$ cat src/source/sort_pru_pkg.sv
`default_nettype none

package sort_pru_pkg;

    // value range and count memory shape
    localparam int MAX_NUM = 64;
    localparam int BK_NUM  = 4;
    localparam int ROW_NUM = MAX_NUM / BK_NUM;
    localparam int ROW_W   = 4;
    localparam int BK_W    = 2;

    localparam int DATA_W  = 6;
    localparam int CNT_W   = 4;

    // prefetch queue
    localparam int DEPTH   = 8;
    localparam int PTR_W   = 3;
    localparam int OCC_W   = PTR_W + 1;

    localparam int OUT_NUM = 2;

    typedef logic [DATA_W-1:0] idx_t;
    typedef logic [CNT_W-1:0]  cnt_t;
    typedef logic [ROW_W-1:0]  row_t;

    // one queue slot, index above its remaining repeat count
    typedef struct packed {
        idx_t idx;
        cnt_t cnt;
    } entry_t;

    typedef enum logic [1:0] {
        IDLE,
        READ,
        WAIT,
        DRAIN
    } seq_state_t;

endpackage

`default_nettype wire
$ cat src/source/sort_pru.sv
`timescale 1ns/10ps
`default_nettype none

module sort_pru (
    input  wire logic                                                 clk,
    input  wire logic                                                 rst_n_i,
    input  wire logic                                                 ctrl2pru_start_vld_i,
    input  wire logic                                                 ctrl2pru_config_oder_en_i,
    input  wire logic                                                 cnt2pru_rd_vld_i,
    input  wire sort_pru_pkg::row_t                                   cnt2pru_rd_addr_i,
    input  wire logic [sort_pru_pkg::BK_NUM*sort_pru_pkg::CNT_W-1:0]  cnt2pru_rd_data_i,
    output logic                                                      pru2cnt_rd_vld_o,
    output sort_pru_pkg::row_t                                        pru2cnt_rd_addr_o,
    output logic                                                      pru2ctrl_rd_done_vld_o,
    output logic [sort_pru_pkg::OUT_NUM-1:0]                          pru2output_data_vld_o,
    output logic [sort_pru_pkg::OUT_NUM*sort_pru_pkg::DATA_W-1:0]     pru2output_data_o
);

    import sort_pru_pkg::*;

    logic                               order_lat;
    entry_t [BK_NUM-1:0]                wr_entries;
    logic [BK_W:0]                      wr_num;
    entry_t [OUT_NUM-1:0]               head;
    logic [OCC_W-1:0]                   occ;
    logic [$clog2(OUT_NUM+1)-1:0]       pop_num;
    logic [OUT_NUM-1:0]                 wb_vld;
    entry_t [OUT_NUM-1:0]               wb_entries;

    cnt_read_sequencer u_cnt_read_sequencer (
        .clk          (clk),
        .rst_n_i      (rst_n_i),
        .start_i      (ctrl2pru_start_vld_i),
        .order_i      (ctrl2pru_config_oder_en_i),
        .rd_ret_vld_i (cnt2pru_rd_vld_i),
        .occ_i        (occ),
        .rd_vld_o     (pru2cnt_rd_vld_o),
        .rd_addr_o    (pru2cnt_rd_addr_o),
        .order_o      (order_lat),
        .done_o       (pru2ctrl_rd_done_vld_o)
    );

    // row index comes from the echoed address
    bank_compactor u_bank_compactor (
        .rd_vld_i     (cnt2pru_rd_vld_i),
        .rd_addr_i    (cnt2pru_rd_addr_i),
        .rd_data_i    (cnt2pru_rd_data_i),
        .order_i      (order_lat),
        .wr_entries_o (wr_entries),
        .wr_num_o     (wr_num)
    );

    prefetch_queue u_prefetch_queue (
        .clk          (clk),
        .rst_n_i      (rst_n_i),
        .wr_entries_i (wr_entries),
        .wr_num_i     (wr_num),
        .pop_num_i    (pop_num),
        .wb_vld_i     (wb_vld),
        .wb_entries_i (wb_entries),
        .head_o       (head),
        .occ_o        (occ)
    );

    port_issuer u_port_issuer (
        .head_i       (head),
        .occ_i        (occ),
        .out_vld_o    (pru2output_data_vld_o),
        .out_data_o   (pru2output_data_o),
        .pop_num_o    (pop_num),
        .wb_vld_o     (wb_vld),
        .wb_entries_o (wb_entries)
    );

endmodule

`default_nettype wire

$ cat src/source/port_issuer.sv
`timescale 1ns/10ps
`default_nettype none

module port_issuer (
    input  wire sort_pru_pkg::entry_t [sort_pru_pkg::OUT_NUM-1:0]    head_i,
    input  wire logic [sort_pru_pkg::OCC_W-1:0]                      occ_i,
    output logic [sort_pru_pkg::OUT_NUM-1:0]                         out_vld_o,
    output logic [sort_pru_pkg::OUT_NUM*sort_pru_pkg::DATA_W-1:0]    out_data_o,
    output logic [$clog2(sort_pru_pkg::OUT_NUM+1)-1:0]               pop_num_o,
    output logic [sort_pru_pkg::OUT_NUM-1:0]                         wb_vld_o,
    output sort_pru_pkg::entry_t [sort_pru_pkg::OUT_NUM-1:0]         wb_entries_o
);

    import sort_pru_pkg::*;

    cnt_t cnt0;
    cnt_t cnt1;
    cnt_t use0;
    logic head0_vld;
    logic head0_dup;
    logic head1_vld;
    logic pop0;
    logic pop1;

    assign cnt0 = head_i[0].cnt;
    assign cnt1 = head_i[1].cnt;

    // port 1 repeats head 0 if it has count left, else takes head 1
    assign head0_vld = (occ_i != '0);
    assign head0_dup = head0_vld && (cnt0 >= cnt_t'(2));
    assign head1_vld = head0_vld && (cnt0 == cnt_t'(1)) && (occ_i > OCC_W'(1));

    assign out_vld_o[0] = head0_vld;
    assign out_vld_o[1] = head0_dup || head1_vld;

    assign out_data_o[DATA_W-1:0]        = head_i[0].idx;
    assign out_data_o[2*DATA_W-1:DATA_W] = head1_vld ? head_i[1].idx : head_i[0].idx;

    // an entry is popped once all its repeats are issued
    assign use0 = cnt_t'(head0_vld) + cnt_t'(head0_dup);
    assign pop0 = head0_vld && (use0 == cnt0);
    assign pop1 = head1_vld && (cnt1 == cnt_t'(1));

    assign pop_num_o = {1'b0, pop0} + {1'b0, pop1};

    // partly used entries go back with what is left
    assign wb_vld_o[0]         = head0_vld && !pop0;
    assign wb_entries_o[0].idx = head_i[0].idx;
    assign wb_entries_o[0].cnt = cnt0 - use0;

    assign wb_vld_o[1]         = head1_vld && !pop1;
    assign wb_entries_o[1].idx = head_i[1].idx;
    assign wb_entries_o[1].cnt = cnt1 - cnt_t'(1);

    // every issued head entry still has repeats left
    always_comb begin
        a_head_cnt: assert (!(head0_vld && cnt0 == '0) && !(head1_vld && cnt1 == '0))
            else $error("issued head entry with zero count");
    end

endmodule

`default_nettype wire

$ cat src/source/prefetch_queue.sv
`timescale 1ns/10ps
`default_nettype none

module prefetch_queue (
    input  wire logic                                            clk,
    input  wire logic                                            rst_n_i,
    input  wire sort_pru_pkg::entry_t [sort_pru_pkg::BK_NUM-1:0] wr_entries_i,
    input  wire logic [sort_pru_pkg::BK_W:0]                     wr_num_i,
    input  wire logic [$clog2(sort_pru_pkg::OUT_NUM+1)-1:0]      pop_num_i,
    input  wire logic [sort_pru_pkg::OUT_NUM-1:0]                wb_vld_i,
    input  wire sort_pru_pkg::entry_t [sort_pru_pkg::OUT_NUM-1:0] wb_entries_i,
    output sort_pru_pkg::entry_t [sort_pru_pkg::OUT_NUM-1:0]     head_o,
    output logic [sort_pru_pkg::OCC_W-1:0]                       occ_o
);

    import sort_pru_pkg::*;

    entry_t           mem_q [DEPTH];
    logic [PTR_W-1:0] wr_ptr_q;
    logic [PTR_W-1:0] rd_ptr_q;
    logic [OCC_W-1:0] occ_q;
    logic [PTR_W-1:0] wr_slot [BK_NUM];
    logic [PTR_W-1:0] wb_slot [OUT_NUM];

    // slot addresses wrap with the pointer width
    always_comb begin
        for (int i = 0; i < BK_NUM; i++) begin
            wr_slot[i] = wr_ptr_q + PTR_W'(i);
        end
        for (int p = 0; p < OUT_NUM; p++) begin
            wb_slot[p] = rd_ptr_q + PTR_W'(p);
        end
    end

    // new rows land in free slots, write-backs hit the occupied head slots
    always_ff @(posedge clk) begin
        for (int i = 0; i < BK_NUM; i++) begin
            if (i < int'(wr_num_i)) begin
                mem_q[wr_slot[i]] <= wr_entries_i[i];
            end
        end
        for (int p = 0; p < OUT_NUM; p++) begin
            if (wb_vld_i[p]) begin
                mem_q[wb_slot[p]] <= wb_entries_i[p];
            end
        end
    end

    always_ff @(posedge clk) begin
        if (!rst_n_i) begin
            wr_ptr_q <= '0;
            rd_ptr_q <= '0;
            occ_q    <= '0;
        end else begin
            wr_ptr_q <= wr_ptr_q + PTR_W'(wr_num_i);
            rd_ptr_q <= rd_ptr_q + PTR_W'(pop_num_i);
            occ_q    <= occ_q + OCC_W'(wr_num_i) - OCC_W'(pop_num_i);
        end
    end

    always_comb begin
        for (int p = 0; p < OUT_NUM; p++) begin
            head_o[p] = mem_q[wb_slot[p]];
        end
    end

    assign occ_o = occ_q;

    // relies on the sequencer's free-space check before each read
    a_no_overflow: assert property (
        @(posedge clk) disable iff (!rst_n_i)
        occ_q <= OCC_W'(DEPTH)
    ) else $error("prefetch queue overflow, occupancy %0d", occ_q);

endmodule

`default_nettype wire

$ cat src/source/bank_compactor.sv
`timescale 1ns/10ps
`default_nettype none

module bank_compactor (
    input  wire logic                                                   rd_vld_i,
    input  wire sort_pru_pkg::row_t                                     rd_addr_i,
    input  wire logic [sort_pru_pkg::BK_NUM*sort_pru_pkg::CNT_W-1:0]    rd_data_i,
    input  wire logic                                                   order_i,
    output sort_pru_pkg::entry_t [sort_pru_pkg::BK_NUM-1:0]             wr_entries_o,
    output logic [sort_pru_pkg::BK_W:0]                                 wr_num_o
);

    import sort_pru_pkg::*;

    int         nz_num;
    logic [BK_W-1:0] bank;
    cnt_t       bank_cnt;

    // walk the banks in output order and pack the non-zero ones low
    always_comb begin
        wr_entries_o = '0;
        nz_num       = 0;
        bank         = '0;
        bank_cnt     = '0;
        for (int k = 0; k < BK_NUM; k++) begin
            bank     = order_i ? BK_W'(BK_NUM - 1 - k) : BK_W'(k);
            bank_cnt = rd_data_i[int'(bank)*CNT_W +: CNT_W];
            if (bank_cnt != '0) begin
                wr_entries_o[nz_num].idx = {rd_addr_i, bank};
                wr_entries_o[nz_num].cnt = bank_cnt;
                nz_num                   = nz_num + 1;
            end
        end
    end

    // nothing is written without a returned row
    assign wr_num_o = rd_vld_i ? (BK_W+1)'(nz_num) : '0;

endmodule

`default_nettype wire

$ cat src/source/cnt_read_sequencer.sv
`timescale 1ns/10ps
`default_nettype none

module cnt_read_sequencer (
    input  wire logic                              clk,
    input  wire logic                              rst_n_i,
    input  wire logic                              start_i,
    input  wire logic                              order_i,
    input  wire logic                              rd_ret_vld_i,
    input  wire logic [sort_pru_pkg::OCC_W-1:0]    occ_i,
    output logic                                   rd_vld_o,
    output sort_pru_pkg::row_t                     rd_addr_o,
    output logic                                   order_o,
    output logic                                   done_o
);

    import sort_pru_pkg::*;

    seq_state_t       state_q;
    row_t             row_q;
    logic             order_q;
    logic [OCC_W-1:0] free_space;
    logic             last_row;

    assign free_space = OCC_W'(DEPTH) - occ_i;

    // descending scans start at the top row and end at row 0
    assign last_row = order_q ? (row_q == '0) : (row_q == row_t'(ROW_NUM - 1));

    // a row may hold up to BK_NUM non-zero banks
    assign rd_vld_o  = (state_q == READ) && (free_space >= OCC_W'(BK_NUM));
    assign rd_addr_o = row_q;
    assign order_o   = order_q;
    assign done_o    = (state_q == DRAIN) && (occ_i == '0);

    always_ff @(posedge clk) begin
        if (!rst_n_i) begin
            state_q <= IDLE;
            row_q   <= '0;
            order_q <= 1'b0;
        end else begin
            unique case (state_q)
                IDLE: begin
                    if (start_i) begin
                        order_q <= order_i;
                        row_q   <= order_i ? row_t'(ROW_NUM - 1) : '0;
                        state_q <= READ;
                    end
                end
                READ: begin
                    if (rd_vld_o) begin
                        state_q <= WAIT;
                    end
                end
                WAIT: begin
                    if (rd_ret_vld_i) begin
                        if (last_row) begin
                            state_q <= DRAIN;
                        end else begin
                            row_q   <= order_q ? row_q - row_t'(1) : row_q + row_t'(1);
                            state_q <= READ;
                        end
                    end
                end
                DRAIN: begin
                    if (done_o) begin
                        state_q <= IDLE;
                    end
                end
                default: begin
                    state_q <= IDLE;
                end
            endcase
        end
    end

    // a row comes back only while its request is outstanding
    a_single_outstanding: assert property (
        @(posedge clk) disable iff (!rst_n_i)
        rd_ret_vld_i |-> (state_q == WAIT)
    ) else $error("row returned with no read outstanding");

    // queue stays empty once done is seen
    a_done_drained: assert property (
        @(posedge clk) disable iff (!rst_n_i)
        done_o |=> (occ_i == '0)
    ) else $error("queue written after the done pulse");

endmodule

`default_nettype wire

$ cat config.mk
export PLATFORM = sky130hd
export DESIGN_NAME = sort_pru
export DESIGN_NICKNAME = d
export VERILOG_FILES = /design/src/source/sort_pru_pkg.sv /design/src/source/sort_pru.sv /design/src/source/port_issuer.sv /design/src/source/prefetch_queue.sv /design/src/source/bank_compactor.sv /design/src/source/cnt_read_sequencer.sv
export SDC_FILE = /design/constraint.sdc
export NUM_CORES = 1
export LEC_CHECK = 0
export ABC_AREA = 1
export CORE_AREA = 8 8 169 171
export DETAILED_ROUTE_END_ITERATION = 16
export DIE_AREA = 0 0 177 179
export DONT_BUFFER_PORTS = 1
export GPL_ROUTABILITY_DRIVEN = 1
export PLACE_DENSITY_LB_ADDON = 0.25
export SLEW_MARGIN = 20
export SYNTH_ARGS = -nofsm -noshare
export SYNTH_HDL_FRONTEND = slang
export SYNTH_HIERARCHICAL = 1
export SYNTH_SLANG_ARGS = --single-unit
$ cat constraint.sdc
create_clock -name clk -period 10.7 [get_ports clk]
set_clock_uncertainty 0.2 [all_clocks]
set_input_delay 1.07 -clock clk [delete_from_list [all_inputs] [get_ports clk]]
set_output_delay 1.07 -clock clk [all_outputs]
set_load 0.1 [all_outputs]
# [Yosys cells after proc, flatten, opt, wreduce, memory -nomap -nowiden]
# Memory sizes are Yosys's and may differ from the RTL's. A register that Yosys moved wholly into a read port is not among the register bits.
# Cells that the tools add are included.
[classes] shifts=4 addsub=18 mux=61 n_lt_le_gt_ge=13 reduce_logical=28 n_eq_ne=12
[op_table] cell="$bwmux W40" count=6
[op_table] cell="$demux W10 S2" count=6
[op_table] cell="$mux W40" count=3
[op_table] cell="$ge A32 B1 Y1 const B" count=2
[op_table] cell="$lt A32 B4 Y1 const B" count=2
[op_table] cell="$mux W32" count=2
[op_table] cell="$shiftx A16 B5 Y4" count=4
[op_table] cell="$mux W10" count=5
[op_table] cell="$add A32 B2 Y32 const B" count=1
[op_table] cell="$mux W4" count=8
[op_table] cell="$reduce_bool A4 Y1" count=5
[op_table] cell="$mux W2" count=9
[op_table] cell="$mux W1" count=15
[op_table] cell="$logic_and A1 B1 Y1" count=12
[op_table] cell="$mux W3" count=4
[op_table] cell="$ne A2 B2 Y1 const B" count=5
[op_table] cell="$reduce_or A10 Y1" count=1
[op_table] cell="$add A3 B2 Y3 const B" count=3
[op_table] cell="$eq A4 B1 Y1 const B" count=2
[op_table] cell="$logic_not A4 Y1" count=2
[op_table] cell="$pmux W2 S4" count=1
[op_table] cell="$pmux W4 S2" count=1
[op_table] cell="$reduce_and A4 Y1" count=2
[op_table] cell="$sub A4 B1 Y4 const B" count=2
[op_table] cell="27 further kinds" count=33
[word_totals] ramBits=80 ff_bits=17 elab_cells=143 memories=1
[mem_list] name="u_prefetch_queue.mem_q" depth=8 word_bits=10 read_ports=2 rd_ports_with_merged_regs=1 write_ports=5 line_no="prefetch_queue.sv:18" rtl="entry_t mem_q [DEPTH];"

# [Depth between registers and ports, before layout]
# Gate-level depths: netlist (run 1).
[logic_depth] ltp_word=17 depth_mapped=27 ltp_nobuf=24

# [By module]
# Netlist (run 1), hierarchy kept.
[by_module_without_submodules] mod="prefetch_queue" cells_each=1827 area_each_um2=10258.6 n_inst=1
[by_module_without_submodules] mod="bank_compactor" cells_each=252 area_each_um2=1391.3 n_inst=1
[by_module_without_submodules] mod="cnt_read_sequencer" cells_each=92 area_each_um2=549.3 n_inst=1
[by_module_without_submodules] mod="port_issuer" cells_each=86 area_each_um2=540.5 n_inst=1

# [Least setup slack after synthesis (run 1)]
# OpenSTA, ideal clock, no wires.
[synth_path] path_type="input -> register" start="input cnt2pru_rd_data_i[15] in the netlist's numbering" end="memory u_prefetch_queue/mem_q[7][0] in the netlist's numbering, enable pin" arrival_ps=4315 path_stages=21 setup_slack_ps=5803 t_required_ps=10118 setup_time_ps=382 n_path_buf=1 cell_sequence="inv_1 nand2_1 o21ai_1 nand2_1 nor2_4 inv_1 ha_1 inv_1 nand2_1 nand2_1 inv_1 ha_1 ha_1 a21oi_1 nor2_4 nor2_8 inv_4 nor2_4 buf_8 nor2_1 o2111ai_1"
[synth_lines] element="start, declared" line_no="sort_pru.sv:11" rtl="input wire logic [sort_pru_pkg::BK_NUM*sort_pru_pkg::CNT_W-1:0] cnt2pru_rd_data_i,"
[synth_lines] element="end, declared" line_no="prefetch_queue.sv:18"

==> results of run 1 <==
-- cells in the final DEF (no fill, tap or decap), drive strengths merged --
cell	netlist	routed
nand3	137	137
edfxtp	80	80
a21oi	101	101
a31oi	1	1
or2	2	2
clkbuf	47	10
nor4	2	2
o22ai	2	2
o2111ai	10	10
and3	1	1
a22oi	2	2
o21ai	240	240
buf	91	15
clkinv	8	10
nand3b	4	4
nand4	15	15
xnor2	4	4
nor2	151	151
clkinvlp	0	2
a21o	1	1
o211ai	6	6
nand2	905	905
inv	384	386
ha	27	27
nor3b	1	1
dfxtp	17	17
xor2	7	7
nor3	5	5
fa	6	6
-- sequential cells by signal (all words and copies together), names as in the netlist --
name / flops
u_cnt_read_sequencer/order_o: 1
u_cnt_read_sequencer/rd_addr_o: 4
u_cnt_read_sequencer/state_q: 2
u_prefetch_queue/mem_q: 80
u_prefetch_queue/occ_o: 4
u_prefetch_queue/rd_ptr_q: 3
u_prefetch_queue/wr_ptr_q: 3
-- power by group through the flow --
stage	Clock, mW	Combinational, mW	Sequential (mW)
global placement	0	2.69	0.839
finish	0.319	2.83	0.842
CTS	0.322	2.73	0.834
floorplan	0	2.05	0.770
global route	0.336	3.04	0.850
detailed placement	0	2.72	0.842
-- cells by family (layout without fill, tap and decap cells) --
group           Yosys count  in the layout
fa+ha+maj                33             33
xor+xnor                 11             11
flops                    97             97
simple gates           1223           1223
buf+inv                 530            423
compound gates          363            363
-- per-stage QoR --
step	hold slack [ps]	total power, mW	util [%]
after global routing	414	4.23	50.2
final	376	4.00	50.2
after floorplan	327	2.82	-
after CTS	379	3.89	50.2
after detailed placement	361	3.56	49.1
after global placement	349	3.53	49.1
-- worst paths after layout --
path | start | end | slack, ps | depth (start not counted)
hold / removal | u_cnt_read_sequencer/state_q[1] | u_cnt_read_sequencer/state_q[1] | 380 | 2
setup reg to reg | u_cnt_read_sequencer/order_o | u_prefetch_queue/mem_q[5][5] | 5040 | 22
setup / recovery | u_cnt_read_sequencer/order_o | u_prefetch_queue/mem_q[5][5] | 5040 | 22
hold reg to reg | u_cnt_read_sequencer/state_q[1] | u_cnt_read_sequencer/state_q[1] | 380 | 2
-- worst max-delay path: cells and delay by family, from the launching register on --
family                     cells  cell delay [ps]
AOI/OAI and AO/OA              3              780
adders and majority gates      3              880
buffers and inverters          6             1370
DFF                            1              300
and+or+nand+nor               10             1840
-- metal layers --
metal	global-route usage (%)	vias up	share of wire (%)
li1	-	6728	-
met1	42.0	6302	40
met2	45.3	892	41
met3	6.17	158	12
met4	19.4	0	6.4
met5	0	-	0
-- final cells by class --
cell class                 instances  area (um2)
fill                            2722       12800
multi-input combinational       1630        7860
sequential                        97        2750
inverter                         392        1480
tap                              335         419
clock buffer                      10         229
timing repair buffer              15         133
clock inverter                     6        52.6
==> impl_metrics.toml, run 1 <==
[setup_path]
critical_path.slowest_cell = "sky130_fd_sc_hd__nor2_1"
path_cells = "buf_4 > inv_6 > nand2_1 > nand2_1 > nand2_1 > nor2_4 > inv_1 > ha_1 > inv_1 > nand2_1 > nand2_1 > inv_1 > ha_1 > ha_1 > a21oi_1 > a21oi_4 > nor2_1 > clkinv_1 > nand3_1 > nand2_1 > nand2_1 > a21oi_1"
start_kind = "flip-flop"
path_common_cell = "sky130_fd_sc_hd__nand2_1"
critical_path.max_fanout = 34
critPathMaxStageDelay_ps = 710
critical_path_arrival_ps = 5570
timing_worst_setup_path_type = "flip-flop to flip-flop"
timing.critical_path.required_ps = 10610
crit_path_end_kind = "flip-flop"

[logic_synthesis]
ys.warnings.count = 6
xor_and_xnor_area_share_after_synthesis_pct = 0.756
synth_cells = 2257
yosys.area.top_type_share_pct = 25.2
synthAdderAreaFrac_pct = 3.59
syn-cell-area_um2 = 12700
synth_compound_gate_area_share_pct = 14.9
postSynth.asyncResetShare_pct = 0
ys_top_cells_by_area = "sky130_fd_sc_hd__nand2_1 25%, sky130_fd_sc_hd__edfxtp_1 19%, sky130_fd_sc_hd__inv_1 11%"
netlist.top_cell.by_area = "sky130_fd_sc_hd__nand2_1"
syn_area_per_cell_um2 = 5.64
yosys_most_used_dff = "sky130_fd_sc_hd__edfxtp_1"
post-synth-top-count-cell = "sky130_fd_sc_hd__nand2_1"
synth_common_cells = "856 x sky130_fd_sc_hd__nand2_1, 362 x sky130_fd_sc_hd__inv_1, 224 x sky130_fd_sc_hd__o21ai_0"
synth_edf_count = 80
syn-num-nets = 2315
muxShareOfSynthArea_pct = 0
post_synth_and_or_nand_nor_area_fraction_pct = 41.7
synth_top_family_by_area = "simple AND/OR/NAND/NOR gates"
synth_seq_cells = 97
synth_seq_area_share_pct = 21.5
synth.lib_cells_used.distinct = 51

[routing]
drcViolationCount = 0
final_antenna_net_count = 0
postRouteWirelength_um = 49900
post_drt_wl_per_cell_um = 20.1
route.vias.total = 14100
detail_route.vias_per_cell = 5.67
drtPass1Iterations = 6
drt-initial-drc-count = 2237

[die]
overall_die_area_um2 = 31700
io_pins = 45
core_region_area_um2 = 25800
die_h_um = 179
floorplan.die.width_um = 177
starting_utilization_of_the_core_area_pct = 49.4
fp-row-count = 59

[timing]
maxClockFrequency_ghz = 0.177
transition_time_at_the_pin_with_the_least_slew_margin_ps = 1230
rsz0062_at_grt = "false"
finalHoldViolations = 0
timing.final.max_slew_violations = 0
final_critical_path_setup_slack_ps = 5040
timing.max_slew.rel_slack_pct = 17.5
min_clock_period_post_route_ps = 5660
timing.setup.tns_ps = 0
setup_viol = 0
final.period_utilization_pct = 52.9

[clocking]
clock-sinks = 97
tritoncts = "done"
cts-root-to-sink-buffers = 2
cts.clk_slew.worst_paths_ps = 70
cts_resized = 0
clk-insertion-delay-late_ps = 360
postCtsHoldBufs = 0
cts_root_buf = "sky130_fd_sc_hd__clkbuf_16"
cts_max_level = 3
post_cts.repair.setup_buffers = 0
numCtsBuffers = 9

[place]
dp_hpwl_um = 36900
cell_area_after_placement_um2 = 12600
pre_cts_ws_ps = 4830
gp_congestion = 0.997
placement.io_buffers = 0
dpl.cell_count = 2469

[pwr]
power.clock.fraction_pct = 8.0
static-leakage-power_nw = 6.38
power.share.sequential_pct = 21.1
cellInternalPower_mw = 1.43
vdd_ir_drop_max_mv = 0.450
power.density_cell_area_nw_per_um2 = 309
power_switching_mw = 2.56
combPwrFrac_pct = 70.9
p_sw_share_pct = 64.2

[outcome]
outcome = "finished clean"

[finish]
post_layout_nonfiller_instances = 2485
flow.area_growth_from_synthesis_pct = 1.47
final_instance_area_um2 = 12900
antenna_cells = 0
design.final.nets = 2203
drive_above_1_share_pct = 7.49

[global_route]
grt_antenna_before_repair = 0
first_global_vias = 12400
global_route.usage.total_pct = 31.2
grt_first_pass_wirelength_um = 75300
grt_max_degree = 108
globalRouteOverflowTotal = 0

[run]
drv.max_cap_violation_count = 0

[worst_hold_path]
timing.hold.worst.class = "flip-flop to flip-flop"
(Power assumes the default switching activity.)
==> run 2: changes to the inputs <==
clock period = 4.92 ns   (was 10.7 ns; I/O delays follow)
==> impl_metrics.toml, run 2 (same netlist as run 1, synthesis figures left out) <==
[global_route]
grt_max_degree = 50
first_global_vias = 12300
grt_first_pass_wirelength_um = 71500
global_route.usage.total_pct = 29.1
grt_antenna_before_repair = 0
globalRouteOverflowTotal = 0

[timing]
timing.max_slew.rel_slack_pct = 25.9
maxClockFrequency_ghz = 0.217
setup_viol = 0
rsz0062_at_grt = "false"
timing.final.max_slew_violations = 0
finalHoldViolations = 0
final_critical_path_setup_slack_ps = 315
final.period_utilization_pct = 93.6
transition_time_at_the_pin_with_the_least_slew_margin_ps = 1110
min_clock_period_post_route_ps = 4610
timing.setup.tns_ps = 0

[clocking]
numCtsBuffers = 9
cts_max_level = 3
postCtsHoldBufs = 0
clk-insertion-delay-late_ps = 340
cts_root_buf = "sky130_fd_sc_hd__clkbuf_16"
clock-sinks = 97
cts-root-to-sink-buffers = 2
cts.clk_slew.worst_paths_ps = 70
tritoncts = "done"

[setup_path]
timing.rr.end = "u_prefetch_queue/occ_o[3]"
crit_path_end_kind = "flip-flop"
worst-r2r-setup-slack_ps = 310
launching_point_of_the_worst_reg2reg_path = "u_prefetch_queue/rd_ptr_q[2]"
critical_path_arrival_ps = 4680
timing.critical_path.required_ps = 5000
start_kind = "flip-flop"
timing_worst_setup_path_type = "flip-flop to flip-flop"
timing.reg2reg.worst_path_depth = 18
critical_path.max_fanout = 8

[die]
io_pins = 45
die_h_um = 179
fp-row-count = 59
starting_utilization_of_the_core_area_pct = 49.4
core_region_area_um2 = 25800
overall_die_area_um2 = 31700
floorplan.die.width_um = 177

[pwr]
power.density_cell_area_nw_per_um2 = 664
vdd_ir_drop_max_mv = 0.775
static-leakage-power_nw = 6.61

[outcome]
outcome = "finished clean"

[routing]
drt-initial-drc-count = 2359
detail_route.vias_per_cell = 5.56
drtPass1Iterations = 7
final_antenna_net_count = 0
post_drt_wl_per_cell_um = 18.5
drcViolationCount = 0
route.vias.total = 14000
postRouteWirelength_um = 46800

[place]
placement.io_buffers = 0
cell_area_after_placement_um2 = 12900
dp_hpwl_um = 36700
gp_congestion = 1.01
pre_cts_ws_ps = 211

[run]
drv.max_cap_violation_count = 0

[worst_hold_path]
min_to = "u_prefetch_queue/rd_ptr_q[0]"
timing.hold.worst_path_depth = 2
timing.hold.worst.class = "input pin to flip-flop"
hold_path_startpoint = "rst_n_i"

[finish]
design.final.nets = 2244
layout_commonest_cell = "sky130_fd_sc_hd__nand2_1"
largest_register_ffs = 80
multi_input_gate_area_in_the_final_layout_um2 = 7860
drive_above_1_share_pct = 9.13
n_fill_cell = 2686
flow.area_growth_from_synthesis_pct = 4.12
antenna_cells = 0
sequential_cell_area_um2 = 2750
final_instance_area_um2 = 13300
layout_common_cells = "856 x sky130_fd_sc_hd__nand2_1, 362 x sky130_fd_sc_hd__inv_1, 224 x sky130_fd_sc_hd__o21ai_0"
run 2: repair_timing:
action	4_1_cts	5_1_grt
endpoints found under the setup margin	0	50
gates resized for setup	0	0
setup buffers	0	5
run 2: worst max path at each step:
stage / from / end / slack, ps / cells past startpoint
floorplan: u_cnt_read_sequencer/order_o / u_prefetch_queue/mem_q[7][0] / 390 / 22
global placement: u_cnt_read_sequencer/order_o / u_prefetch_queue/mem_q[0][3] / 330 / 22
detailed placement: u_cnt_read_sequencer/order_o / u_prefetch_queue/mem_q[0][3] / 210 / 20
CTS: u_cnt_read_sequencer/order_o / u_prefetch_queue/mem_q[0][9] / 180 / 20
global route: u_cnt_read_sequencer/order_o / u_prefetch_queue/mem_q[1][8] / 7 / 23
finish: u_prefetch_queue/rd_ptr_q[2] / u_prefetch_queue/occ_o[3] / 310 / 18
run 2: per-layer routing:
metal  GRT usage [%]  share of wire [%]
met1            40.1                 42
met2            45.3                 43
met3            3.05                9.8
met4            12.8                4.7
met5               0                  0
run 2: where the power goes:
part | leakage (nW) | internal, mW | switching (mW)
clock network | 0.150 | 0.406 | 0.308
logic | 5.57 | 1.49 | 4.83
registers | 0.892 | 1.45 | 0.331
total | 6.61 | 3.34 | 5.47
run 2: final cells by class:
| cell class | count | area share [%] |
|---|---|---|
| multi-input combinational | 1630 | 59.3 |
| sequential | 97 | 20.7 |
| inverter | 392 | 11.2 |
| timing repair buffer | 56 | 3.41 |
| tap | 335 | 3.16 |
| clock buffer | 13 | 2.13 |
| clock inverter | 3 | 0.151 |
run 2: worst max-delay path, stage by stage, from the launching register on:
cell	delay (ps)
sky130_fd_sc_hd__dfxtp_1	520
sky130_fd_sc_hd__nand2_1	300
sky130_fd_sc_hd__inv_1	250
sky130_fd_sc_hd__o21ai_0	150
sky130_fd_sc_hd__o2111ai_1	470
sky130_fd_sc_hd__clkinv_1	200
sky130_fd_sc_hd__nand2_1	140
sky130_fd_sc_hd__nand2_1	120
sky130_fd_sc_hd__ha_1	350
sky130_fd_sc_hd__nand3_1	110
sky130_fd_sc_hd__nor2_1	60
sky130_fd_sc_hd__ha_1	240
sky130_fd_sc_hd__fa_1	520
sky130_fd_sc_hd__inv_1	70
sky130_fd_sc_hd__ha_1	290
sky130_fd_sc_hd__a21o_1	160
sky130_fd_sc_hd__a21oi_1	160
sky130_fd_sc_hd__o21ai_0	100
sky130_fd_sc_hd__a21oi_1	120
run 2: stage by stage:
stage | power (mW) | hold slack (ps) | utilization, % | instances
3_3_place_gp | 7.81 | 352 | 50.2 | 2505
3_5_place_dp | 7.87 | 353 | 50.2 | 2505
6_report | 8.81 | 48.9 | 51.5 | 2526
2_1_floorplan | 6.14 | 327 | - | 2257
5_1_grt | 9.36 | 40.3 | 51.5 | 2526
4_1_cts | 8.59 | 34.6 | 51.3 | 2521
